==> src/ahb_pkg.sv <==
// AHB-Lite bus definitions
package ahb_pkg;

  // ---------------------------------------------------------
  // Bus widths
  // ---------------------------------------------------------
  localparam int ADDR_W  = 16;  // Byte address for a 64 KB device
  localparam int HDATA_W = 32;  // HWDATA and HRDATA

  // ---------------------------------------------------------
  // Encodings
  // ---------------------------------------------------------
  typedef enum logic [1:0] {
    IDLE   = 2'b00,
    BUSY   = 2'b01,
    NONSEQ = 2'b10,  // First beat of a transfer
    SEQ    = 2'b11   // Later beats of a burst
  } htrans_e;

  // Sizes up to the bus width only
  typedef enum logic [2:0] {
    SIZE_BYTE = 3'b000,
    SIZE_HALF = 3'b001,
    SIZE_WORD = 3'b010
  } hsize_e;

endpackage

==> src/ext_mem_pkg.sv <==
// External SRAM port definitions
package ext_mem_pkg;

  // ---------------------------------------------------------
  // Memory port widths
  // ---------------------------------------------------------
  localparam int MDATA_W = 16;  // Widest supported data port
  localparam int CYC_W   = 3;   // Wait count fields, 0 to 7 extra cycles
  localparam int LANES   = 2;   // Byte lanes on the data port

  // ---------------------------------------------------------
  // Port size selection
  // ---------------------------------------------------------
  // Static strap, held stable while the bridge is busy
  typedef enum logic {
    PORT_8  = 1'b0,  // Data on bits 7..0 only
    PORT_16 = 1'b1   // Both lanes in use
  } port_size_e;

endpackage

==> src/ahb_access_ctrl.sv <==
// AHB transfer capture and access split
module ahb_access_ctrl (
  input  logic                          HCLK,
  input  logic                          HRESETn,
  input  logic                          hsel,          // Slave select
  input  logic [ahb_pkg::ADDR_W-1:0]    haddr,         // Address phase address
  input  ahb_pkg::htrans_e              htrans,
  input  ahb_pkg::hsize_e               hsize,
  input  logic                          hwrite,
  input  logic                          hready,        // Previous transfer finished
  input  ext_mem_pkg::port_size_e       cfg_size,      // Memory port width
  input  logic                          done,          // Memory access finished
  output logic                          hreadyout,
  output logic [ahb_pkg::ADDR_W-1:0]    mem_addr,      // Address of current access
  output logic                          rd_req,        // Read access pending
  output logic                          wr_req,        // Write access pending
  output logic [ext_mem_pkg::LANES-1:0] nxt_byte_mask  // Lanes for pending access
);

  // Split states
  // Each state names the access now running, DEF being the last one
  typedef enum logic [2:0] {
    DEF  = 3'd0,  // Only or final access
    W8_A = 3'd1,  // Word on 8-bit port, byte 0
    W8_B = 3'd2,  // Word on 8-bit port, byte 1
    W8_C = 3'd3,  // Word on 8-bit port, byte 2
    W16  = 3'd4,  // Word on 16-bit port, low half
    H8   = 3'd5   // Half on 8-bit port, low byte
  } split_state_e;

  split_state_e    state;        // Current split step
  split_state_e    first_state;  // Step to enter on a new transfer
  ahb_pkg::hsize_e size_q;       // Data phase transfer size
  logic            trans_valid;  // Address phase for this slave
  logic            port16;

  // ---------------------------------------------------------
  // Address phase decode
  // ---------------------------------------------------------
  assign port16      = (cfg_size == ext_mem_pkg::PORT_16);
  assign trans_valid = hsel & hready &
                       ((htrans == ahb_pkg::NONSEQ) | (htrans == ahb_pkg::SEQ));

  // Number of memory accesses follows size and port width
  always_comb
  begin
    first_state = DEF;  // Byte, or half on 16-bit port
    if (hsize == ahb_pkg::SIZE_WORD)
    begin
      first_state = port16 ? W16 : W8_A;
    end
    else if ((hsize == ahb_pkg::SIZE_HALF) && !port16)
    begin
      first_state = H8;
    end
  end

  // Size only feeds the lane mask
  always_ff @(posedge HCLK)
  begin
    if (trans_valid)
    begin
      size_q <= hsize;
    end
  end

  // ---------------------------------------------------------
  // Split FSM, address and handshake
  // ---------------------------------------------------------
  always_ff @(posedge HCLK or negedge HRESETn)
  begin
    if (!HRESETn)
    begin
      state     <= DEF;
      mem_addr  <= '0;
      rd_req    <= 1'b0;
      wr_req    <= 1'b0;
      hreadyout <= 1'b1;
    end
    else if (trans_valid)
    begin
      state     <= first_state;
      mem_addr  <= haddr;     // First access at the transfer address
      rd_req    <= !hwrite;
      wr_req    <= hwrite;
      hreadyout <= 1'b0;      // Stall until last access done
    end
    else if (done)
    begin
      case (state)
        W8_A:
        begin
          state         <= W8_B;
          mem_addr[1:0] <= 2'b01;
        end
        W8_B:
        begin
          state         <= W8_C;
          mem_addr[1:0] <= 2'b10;
        end
        W8_C:
        begin
          state         <= DEF;
          mem_addr[1:0] <= 2'b11;
        end
        W16:
        begin
          state       <= DEF;
          mem_addr[1] <= 1'b1;  // Upper halfword
        end
        H8:
        begin
          state       <= DEF;
          mem_addr[0] <= 1'b1;  // Upper byte of the half
        end
        default:
        begin
          // Transfer complete, release the bus
          rd_req    <= 1'b0;
          wr_req    <= 1'b0;
          hreadyout <= 1'b1;
        end
      endcase
    end
  end

  // ---------------------------------------------------------
  // Byte lane mask
  // ---------------------------------------------------------
  always_comb
  begin
    if (!port16)
    begin
      nxt_byte_mask = 2'b01;  // 8-bit devices sit on the lower lane
    end
    else if (size_q == ahb_pkg::SIZE_BYTE)
    begin
      nxt_byte_mask = mem_addr[0] ? 2'b10 : 2'b01;  // Odd byte on upper lane
    end
    else
    begin
      nxt_byte_mask = 2'b11;
    end
  end

endmodule

==> src/data_lane_router.sv <==
// Memory data lane steering
module data_lane_router (
  input  logic                            HCLK,
  input  logic                            HRESETn,
  input  logic [ahb_pkg::HDATA_W-1:0]     hwdata,    // Held by master while stalled
  input  logic [ext_mem_pkg::MDATA_W-1:0] data_in,   // SRAM read data
  input  logic [ahb_pkg::ADDR_W-1:0]      mem_addr,  // Address of current access
  input  ext_mem_pkg::port_size_e         cfg_size,
  input  logic                            rd_req,
  input  logic                            done,
  output logic [ext_mem_pkg::MDATA_W-1:0] data_out,  // SRAM write data
  output logic [ahb_pkg::HDATA_W-1:0]     hrdata
);

  logic [1:0]                      lane_sel;    // Byte offset inside the word
  logic [7:0]                      wr_byte;     // Byte slice for 8-bit port
  logic [ext_mem_pkg::MDATA_W-1:0] wr_half;     // Half slice for 16-bit port
  logic                            rd_capture;  // Read data valid this cycle
  logic [ahb_pkg::HDATA_W-1:0]     rdata_q;     // Assembled read word

  assign lane_sel   = mem_addr[1:0];
  assign rd_capture = rd_req & done;  // Last cycle of a read access

  // ---------------------------------------------------------
  // Write path
  // ---------------------------------------------------------
  always_comb
  begin
    case (lane_sel)
      2'd0:    wr_byte = hwdata[7:0];
      2'd1:    wr_byte = hwdata[15:8];
      2'd2:    wr_byte = hwdata[23:16];
      default: wr_byte = hwdata[31:24];
    endcase
    wr_half = lane_sel[1] ? hwdata[31:16] : hwdata[15:0];
  end

  // Byte copied to both lanes on a narrow port
  // The upper lane is never enabled there
  assign data_out = (cfg_size == ext_mem_pkg::PORT_16) ? wr_half : {wr_byte, wr_byte};

  // ---------------------------------------------------------
  // Read path
  // ---------------------------------------------------------
  always_ff @(posedge HCLK or negedge HRESETn)
  begin
    if (!HRESETn)
    begin
      rdata_q <= '0;
    end
    else if (rd_capture)
    begin
      if (cfg_size == ext_mem_pkg::PORT_16)
      begin
        // Whole half stored, AHB picks its own bytes
        if (lane_sel[1])
        begin
          rdata_q[31:16] <= data_in;
        end
        else
        begin
          rdata_q[15:0] <= data_in;
        end
      end
      else
      begin
        case (lane_sel)
          2'd0:    rdata_q[7:0]   <= data_in[7:0];
          2'd1:    rdata_q[15:8]  <= data_in[7:0];
          2'd2:    rdata_q[23:16] <= data_in[7:0];
          default: rdata_q[31:24] <= data_in[7:0];
        endcase
      end
    end
  end

  assign hrdata = rdata_q;  // Valid once HREADYOUT returns high

endmodule

==> src/mem_cycle_fsm.sv <==
// External SRAM cycle timing
module mem_cycle_fsm (
  input  logic                          HCLK,
  input  logic                          HRESETn,
  input  logic                          rd_req,               // Read access pending
  input  logic                          wr_req,               // Write access pending
  input  logic [ext_mem_pkg::LANES-1:0] nxt_byte_mask,        // Lanes of pending access
  input  logic [ext_mem_pkg::CYC_W-1:0] cfg_read_cycle,       // Extra OEn low cycles
  input  logic [ext_mem_pkg::CYC_W-1:0] cfg_write_cycle,      // Extra WEn low cycles
  input  logic [ext_mem_pkg::CYC_W-1:0] cfg_turnaround_cycle, // Gap after a read
  output logic                          done,                 // Access finished
  output logic                          ce_n,
  output logic                          oe_n,
  output logic                          we_n,
  output logic                          data_oe_n,            // Drive write data
  output logic                          lb_n,
  output logic                          ub_n
);

  typedef enum logic [2:0] {
    IDLE   = 3'd0,
    WRITE1 = 3'd1,  // Address and data setup
    WRITE2 = 3'd2,  // WEn low
    WRITE3 = 3'd3,  // Hold
    READ1  = 3'd4,  // CEn and OEn low
    TURN   = 3'd5   // Bus turnaround
  } mem_state_e;

  mem_state_e                    state;
  mem_state_e                    nxt_state;
  logic [ext_mem_pkg::CYC_W-1:0] cnt;        // Wait cycle down-counter
  logic [ext_mem_pkg::CYC_W-1:0] nxt_cnt;
  logic [ext_mem_pkg::LANES-1:0] byte_mask;  // Held for the whole access
  logic [ext_mem_pkg::LANES-1:0] nxt_mask;
  logic                          start;      // Request accepted
  logic                          cnt_zero;
  logic                          off_nxt;    // Chip deselected next cycle

  assign cnt_zero = (cnt == '0);

  // New access from IDLE, a read may also cut a turnaround short
  assign start = ((state == IDLE) & (rd_req | wr_req)) | ((state == TURN) & rd_req);
  assign nxt_mask = start ? nxt_byte_mask : byte_mask;

  // Last read cycle or write hold cycle
  assign done = ((state == READ1) & cnt_zero) | (state == WRITE3);

  // ---------------------------------------------------------
  // Next state
  // ---------------------------------------------------------
  always_comb
  begin
    nxt_state = state;
    nxt_cnt   = cnt;
    case (state)
      IDLE, TURN:
      begin
        if (start && rd_req)
        begin
          nxt_state = READ1;
          nxt_cnt   = cfg_read_cycle;
        end
        else if (start)
        begin
          nxt_state = WRITE1;
        end
        else if (state == TURN)
        begin
          if (cnt_zero)
          begin
            nxt_state = IDLE;
          end
          else
          begin
            nxt_cnt = cnt - 1'b1;
          end
        end
      end
      READ1:
      begin
        if (cnt_zero && (cfg_turnaround_cycle != '0))
        begin
          nxt_state = TURN;
          nxt_cnt   = cfg_turnaround_cycle - 1'b1;
        end
        else if (cnt_zero)
        begin
          nxt_state = IDLE;
        end
        else
        begin
          nxt_cnt = cnt - 1'b1;
        end
      end
      WRITE1:
      begin
        nxt_state = WRITE2;
        nxt_cnt   = cfg_write_cycle;
      end
      WRITE2:
      begin
        if (cnt_zero)
        begin
          nxt_state = WRITE3;
        end
        else
        begin
          nxt_cnt = cnt - 1'b1;
        end
      end
      default: nxt_state = IDLE;  // WRITE3 ends the write
    endcase
  end

  assign off_nxt = (nxt_state == IDLE) | (nxt_state == TURN);

  // ---------------------------------------------------------
  // State and registered strobes
  // ---------------------------------------------------------
  always_ff @(posedge HCLK or negedge HRESETn)
  begin
    if (!HRESETn)
    begin
      state     <= IDLE;
      cnt       <= '0;
      ce_n      <= 1'b1;
      oe_n      <= 1'b1;
      we_n      <= 1'b1;
      data_oe_n <= 1'b1;
      lb_n      <= 1'b1;
      ub_n      <= 1'b1;
    end
    else
    begin
      state     <= nxt_state;
      cnt       <= nxt_cnt;
      ce_n      <= off_nxt;
      oe_n      <= (nxt_state != READ1);
      we_n      <= (nxt_state != WRITE2);
      data_oe_n <= !((nxt_state == WRITE1) | (nxt_state == WRITE2) | (nxt_state == WRITE3));
      lb_n      <= off_nxt | !nxt_mask[0];
      ub_n      <= off_nxt | !nxt_mask[1];
    end
  end

  always_ff @(posedge HCLK)
  begin
    byte_mask <= nxt_mask;
  end

endmodule

==> src/ahb_to_extmem.sv <==
// AHB-Lite to external SRAM bridge
module ahb_to_extmem (
  input  logic                            HCLK,
  input  logic                            HRESETn,
  // AHB-Lite slave
  input  logic                            hsel,
  input  logic [ahb_pkg::ADDR_W-1:0]      haddr,
  input  ahb_pkg::htrans_e                htrans,
  input  ahb_pkg::hsize_e                 hsize,
  input  logic                            hwrite,
  input  logic [ahb_pkg::HDATA_W-1:0]     hwdata,
  input  logic                            hready,
  output logic                            hreadyout,
  output logic [ahb_pkg::HDATA_W-1:0]     hrdata,
  // Static configuration
  input  logic [ext_mem_pkg::CYC_W-1:0]   cfg_read_cycle,
  input  logic [ext_mem_pkg::CYC_W-1:0]   cfg_write_cycle,
  input  logic [ext_mem_pkg::CYC_W-1:0]   cfg_turnaround_cycle,
  input  ext_mem_pkg::port_size_e         cfg_size,
  // SRAM pins
  input  logic [ext_mem_pkg::MDATA_W-1:0] data_in,
  output logic [ahb_pkg::ADDR_W-1:0]      addr,
  output logic [ext_mem_pkg::MDATA_W-1:0] data_out,
  output logic                            data_oe_n,  // Tristate enable for data_out
  output logic                            we_n,
  output logic                            oe_n,
  output logic                            ce_n,
  output logic                            lb_n,
  output logic                            ub_n
);

  // ---------------------------------------------------------
  // Request and done between bus side and memory side
  // ---------------------------------------------------------
  logic                          rd_req;
  logic                          wr_req;
  logic                          done;
  logic [ext_mem_pkg::LANES-1:0] nxt_byte_mask;

  // Split of each transfer into memory accesses
  ahb_access_ctrl u_access_ctrl (
    .HCLK          (HCLK),
    .HRESETn       (HRESETn),
    .hsel          (hsel),
    .haddr         (haddr),
    .htrans        (htrans),
    .hsize         (hsize),
    .hwrite        (hwrite),
    .hready        (hready),
    .cfg_size      (cfg_size),
    .done          (done),
    .hreadyout     (hreadyout),
    .mem_addr      (addr),        // Straight to the address pins
    .rd_req        (rd_req),
    .wr_req        (wr_req),
    .nxt_byte_mask (nxt_byte_mask)
  );

  // Data steering in both directions
  data_lane_router u_lane_router (
    .HCLK     (HCLK),
    .HRESETn  (HRESETn),
    .hwdata   (hwdata),
    .data_in  (data_in),
    .mem_addr (addr),
    .cfg_size (cfg_size),
    .rd_req   (rd_req),
    .done     (done),
    .data_out (data_out),
    .hrdata   (hrdata)
  );

  // Strobe timing per access
  mem_cycle_fsm u_cycle_fsm (
    .HCLK                 (HCLK),
    .HRESETn              (HRESETn),
    .rd_req               (rd_req),
    .wr_req               (wr_req),
    .nxt_byte_mask        (nxt_byte_mask),
    .cfg_read_cycle       (cfg_read_cycle),
    .cfg_write_cycle      (cfg_write_cycle),
    .cfg_turnaround_cycle (cfg_turnaround_cycle),
    .done                 (done),
    .ce_n                 (ce_n),
    .oe_n                 (oe_n),
    .we_n                 (we_n),
    .data_oe_n            (data_oe_n),
    .lb_n                 (lb_n),
    .ub_n                 (ub_n)
  );

endmodule

==> config.mk <==
export PLATFORM = sky130hd
export DESIGN_NAME = ahb_to_extmem
export DESIGN_NICKNAME = d
export VERILOG_FILES = /design/src/ahb_pkg.sv /design/src/ext_mem_pkg.sv /design/src/ahb_access_ctrl.sv /design/src/data_lane_router.sv /design/src/mem_cycle_fsm.sv /design/src/ahb_to_extmem.sv
export SDC_FILE = /design/constraint.sdc
export NUM_CORES = 1
export LEC_CHECK = 0
export BUFFER_PORTS_ARGS = -buffer_cell sky130_fd_sc_hd__buf_4
export CAP_MARGIN = 20
export CORE_UTILIZATION = 40
export CTS_CLUSTER_DIAMETER = 150
export DETAILED_ROUTE_END_ITERATION = 7
export PLACE_DENSITY = 0.68
export SKIP_LAST_GASP = 1
export SLEW_MARGIN = 20
export SYNTH_ARGS = -nofsm -noshare
export SYNTH_HDL_FRONTEND = slang
export SYNTH_HIERARCHICAL = 1
export SYNTH_SLANG_ARGS = --single-unit
==> constraint.sdc <==
create_clock -name HCLK -period 3.17 [get_ports HCLK]
set_input_delay 0.4755 -clock HCLK [delete_from_list [all_inputs] [get_ports HCLK]]
set_output_delay 0.4755 -clock HCLK [all_outputs]
set_load 0.05 [all_outputs]
-- Word-level counts from Yosys, hierarchy flattened
Index checks and enable logic that the tools add are counted.
- register bits: 71
- input bits: 84
- add/subtract/negate cells: 2
- eq/ne operators: 28
- muxes and demuxes: 44
- bitwise gates (word level): 15
- reduce and logical (&&, ||, !) cells: 37
- operator list (cell ; count):
    16-bit 2-to-1 mux ; 4
    3-bit 2-to-1 mux ; 16
    32-bit 2-to-1 mux ; 1
    8-bit 2-to-1 mux ; 4
    3-bit case mux with 4 select lines ; 2
    8-bit case mux with 3 select lines ; 1
    3-bit by 2-bit == test with 1-bit output, second input constant ; 7
    3-bit == test, second input constant ; 5
    3-bit AND reduction ; 5
    3-bit by 1-bit == test with 1-bit output, second input constant ; 4
    3-bit zero test ; 4
    2-bit 2-to-1 mux ; 6
    3-bit OR reduction ; 4
    1-bit OR ; 9
    3-bit case mux with 3 select lines ; 1
    3-bit nonzero test ; 3
    2-bit AND reduction ; 4
    2-bit nonzero test ; 4
    4-bit nonzero test ; 2
    1-bit 2-to-1 mux ; 7
    1-bit AND ; 6
    2-bit == test, second input constant ; 3
    2-bit by 1-bit inequality test with 1-bit output, second input constant ; 3
    3-bit inequality test, second input constant ; 2
    other kinds (11) ; 19

-- Depth between registers and ports, before layout
- depth in word-level cells: 10
- depth in mapped cells: 8

-- Hierarchy
The synthesis kept the hierarchy.
- by module, submodules not included (module ; instances ; cells each ; area an instance (µm²) ; sequential area each (µm²)):
    data_lane_router ; 1 ; 185 ; 2038.2 ; 800.8
    ahb_access_ctrl ; 1 ; 110 ; 1066.0 ; 641.9
    mem_cycle_fsm ; 1 ; 113 ; 1037.2 ; 347.8

-- Least setup slack after synthesis
Ideal clock, no wire load.
- path kind: flip-flop to output port
- start point: reg u_access_ctrl/mem_addr[0] (netlist bit)
- end point: out data_out[6] (netlist bit)
- arrival: 2347 ps
- data required time: 2694 ps
- path slack: 347 ps
- stages on the path, launching flop included: 5
- cells stage by stage: dfrtp_1 -> and2_1 -> clkbuf_1 -> a22oi_1 -> o21ai_0
- cells in the longest elaborated chain, start to end: 3
- RTL lines (element ; RTL line ; RTL):
    start: declaration ; ahb_access_ctrl.sv:14 ; output logic [ahb_pkg::ADDR_W-1:0] mem_addr,
    start signal: assignment ; ahb_access_ctrl.sv:83 ; mem_addr <= haddr;
    2-bit == test, or another cell as far along ; data_lane_router.sv:29 ; case (lane_sel)
    8-bit case mux with 3 select lines (*) ; data_lane_router.sv:29 ;
    16-bit 2-to-1 mux (*) ; data_lane_router.sv:40 ; assign data_out = (cfg_size == ext_mem_pkg::PORT_16) ? wr_half : {wr_byte, wr_byte};
    end: declaration ; ahb_to_extmem.sv:23 ; output logic [ext_mem_pkg::MDATA_W-1:0] data_out,
Every way passes the cells marked *; elsewhere a longest branch is shown, timed or not.

-- Worst setup path in the final report
- start point: reg u_access_ctrl/mem_addr[1] (netlist bit)
- end point: out data_out[2] (netlist bit)
- cells in the longest elaborated chain, start to end: 3
- RTL lines (element ; RTL line):
    2-bit == test, or another cell as far along ; data_lane_router.sv:29
    8-bit case mux with 3 select lines ; data_lane_router.sv:29
    16-bit 2-to-1 mux (*) ; data_lane_router.sv:40
Marked as above.

==> metrics.txt <==
most frequently used cell type in the post-synthesis netlist nand2_1; final net count ~650; ant diodes 0; Die Footprint 10770 sq um; post-DP HPWL ~7.6 mm; dpl cells between 600 and 700; largest vdd supply drop ~0.00063 V; Placer Congestion approximately 0.84; post-synthesis average cell area 10.15 sq um; routed len/inst roughly 15 um; launching element type of the critical path register; sequential cell area in the final layout around 1800 sq um; via count of the first global-routing pass 3803; share of synthesized flip-flops with an asynchronous set or reset between 90% and 100%; CTS tree built; Reg2Reg Depth 7; number of enable flip-flop cells after synthesis 3; number of hold violations in the final report 0; Core Region 9910 sq um; CP delay by family, top buffers and inverters; remaining number of nets flagged by the antenna check after routing 0; post-detailed-routing wire length 10.68 mm; TritonRoute pass-1 iters 4; Die Ht between 100 and 150 um; detail-routed via count per cell about 5.3; setup slack of the worst register-to-register path 0.59 ns; number of antenna violations at the first check in global routing 0; final count of negative-setup-slack endpoints 0; slew of the pin with the lowest slew margin 0.8475 ns; maximum fanout count along the critical path 17; power density of the placed cells 1060 nW/um^2; outcome finished, final reports clean; endpoint of the most critical register-to-register path u_lane_router/hrdata[23]$_DFFE_PN0P_; post-synth top area cell dfrtp_1; Synth Net Count ~500; post-CTS repair timing setup buffer count 0; Port-buffer cells approximately 150; top_reg_cell synth dfrtp_1; Die X ~100 um; classification of the worst setup path reg -> out; non-filler cells, final 695; area used by multi-input combinational logic 2146 sq um; hold crit path type in -> async; global-route wire length before repair between 15 and 20 mm; initial cell density of the core about two fifths; number of fill cells between 900 and 1000; placement row count 36; maximum number of buffers from clock root to sink 2; pin count of the biggest net entering global routing between 60 and 70; vias post-DR ~3700; endpoint class of the critical path primary output; relative max-transition margin 43.50%; First DRT Iteration DRCs between 100 and 150; TritonCTS Buffers 9; total non-filler cell area in the finished layout approximately 5600 sq um; commonest cells in the synthesized netlist 65 x nand2_1, 59 x dfrtp_1, 38 x mux2_2; maximum clock frequency 379.1 MHz; cts hold-fix bufs 0; insertion delay to the later sink of the worst-skew pair 0.34 ns; area grow syn2layout 34.65%; number of storage elements in the synthesis netlist just over 70; Leakage Power between 0.002 and 0.003 uW; setup repair after global routing missed its margin no; Fin Clk Skew about 0.0081 ns; Max-cap violations 0; start of the worst register-to-register path u_cycle_fsm/cnt[0]$_DFFE_PN0P_; DRC 0; clock-pin slew on the worst setup and hold paths 0.08 ns; buffer cell driving the clock tree root clkbuf_8; H-tree lvl count 3; post-cts repair resize count 0; fraction of layout instances using a drive strength above 1 a little over two fifths; Slowest cell on crit path dfrtp_1; buffers and inverters on the worst path 2; required time worst endpoint about 2.7 ns; # IOs 155; global-route total usage across every layer between 20% and 30%; crit path time final roughly 2.6 ns; total of warnings raised by yosys 6; Placed Area about 5400 sq um; sequential share of the synthesized area 43.23%; setup_tns 0 ns; Cell Area, Synth approximately 4100 sq um; Worst Path Arrival roughly 2.2 ns; leftover overflow at the end of global routing 0; CP max stage delay between 0.5 and 0.6 ns; Mapped Cells just over 400; chain of cells forming the critical path clkinv_1, a22oi_1, o21ai_0, buf_4; period utilisation layout a little over four fifths; Yosys top cell area share between 30 and 40%; Netlist cell types between 60 and 70; sink count of the clock tree 71; top post-synthesis cells by area dfrtp_1 36%, mux2_2 10%, nand2_1 5.9%; pins over their slew limit 0
-- cell families (layout without fill, tap and decap cells) --
group,count (synthesis),in the layout,synth area share (%)
flip-flops,71,71,43.23
buffers and inverters,42,196,5.075
XOR/XNOR,4,4,1.027
adder cells (fa/ha/maj),4,4,1.209
AND/OR/NAND/NOR,120,120,14.32
AO/OA/AOI/OAI,104,104,18.64
multiplexers,63,63,16.50
-- power by group --
group | leakage [uW] | internal, uW | switching (uW)
Combinational | 0.00168 | 1300 | 2350
Sequential | 0.000835 | 1290 | 276
Clock | 0.000100 | 362 | 335
Total | 0.00262 | 2950 | 2960
-- state kept, by name (all words and copies together), names as in the netlist, 2 cells and up --
signal / count
u_access_ctrl/state: 3
u_cycle_fsm/state: 3
u_lane_router/hrdata: 32
u_access_ctrl/mem_addr: 16
u_cycle_fsm/byte_mask: 2
u_cycle_fsm/cnt: 3
u_access_ctrl/size_q: 3
-- metal layers --
layer  vias to the layer above  routed length (um)  track usage, %
met3                        16                 686           5.412
met4                         0                 155           7.347
met2                       125                5186           34.71
met1                      1759                4651           23.74
met5                         -                   0               0
li1                       1790                   -               -
-- stage by stage --
step / hold WS, ns / total power (uW) / setup slack, ns / util [%]
after floorplan: 0.1799 / 4215 / 0.3473 / -
after global placement: 0.4597 / 5167 / 0.6471 / 54.28
after detailed placement: 0.4674 / 5219 / 0.6121 / 54.28
after CTS: 0.2665 / 5943 / 0.4819 / 56.20
after global routing: 0.3076 / 6234 / 0.2901 / 56.28
final: 0.2406 / 5911 / 0.5322 / 56.28
-- final cells by class --
class	instances	area share [%]
Clock inverter	6	1.122
Multi-Input combinational cell	295	38.48
Inverter	18	1.212
Timing Repair Buffer	162	21.81
Clock buffer	10	2.289
Sequential cell	71	32.11
Tap cell	133	2.984
-- worst register-to-register path, delay by kind of cell (launching register included) --
kind / cells / cell delay [ns]
buffers and inverters: 1 / 0.14
AND/OR/NAND/NOR: 3 / 0.89
flip-flops: 1 / 0.41
AO/OA/AOI/OAI: 1 / 0.35
multiplexers: 1 / 0.40
adder cells (fa/ha/maj): 1 / 0.29
-- worst max-delay path by stage --
stage	startpoint	endpoint	slack [ns]	depth (start not counted)
CTS	u_access_ctrl/mem_addr[1]$_DFFE_PN0P_	data_out[2]	0.48	4
detailed placement	u_cycle_fsm/cnt[0]$_DFFE_PN0P_	u_lane_router/hrdata[23]$_DFFE_PN0P_	0.61	7
global route	u_access_ctrl/mem_addr[1]$_DFFE_PN0P_	data_out[2]	0.29	4
finish	u_access_ctrl/mem_addr[1]$_DFFE_PN0P_	data_out[2]	0.53	4
floorplan	u_access_ctrl/mem_addr[0]$_DFFE_PN0P_	data_out[6]	0.35	4
global placement	u_cycle_fsm/state[1]$_DFF_PN0_	u_lane_router/hrdata[17]$_DFFE_PN0P_	0.65	5
-- placed cells by master, fill, tap and decap left out, types with 7 or more instances in the layout --
cell	n
dfrtp_1	59
nor2_1	12
clkbuf_8	9
dfstp_2	7
nand2_1	65
mux2i_1	24
a22oi_1	26
buf_4	161
inv_1	14
mux2_2	38
o221ai_1	16
o21ai_0	22
(Power assumes the default switching activity.)
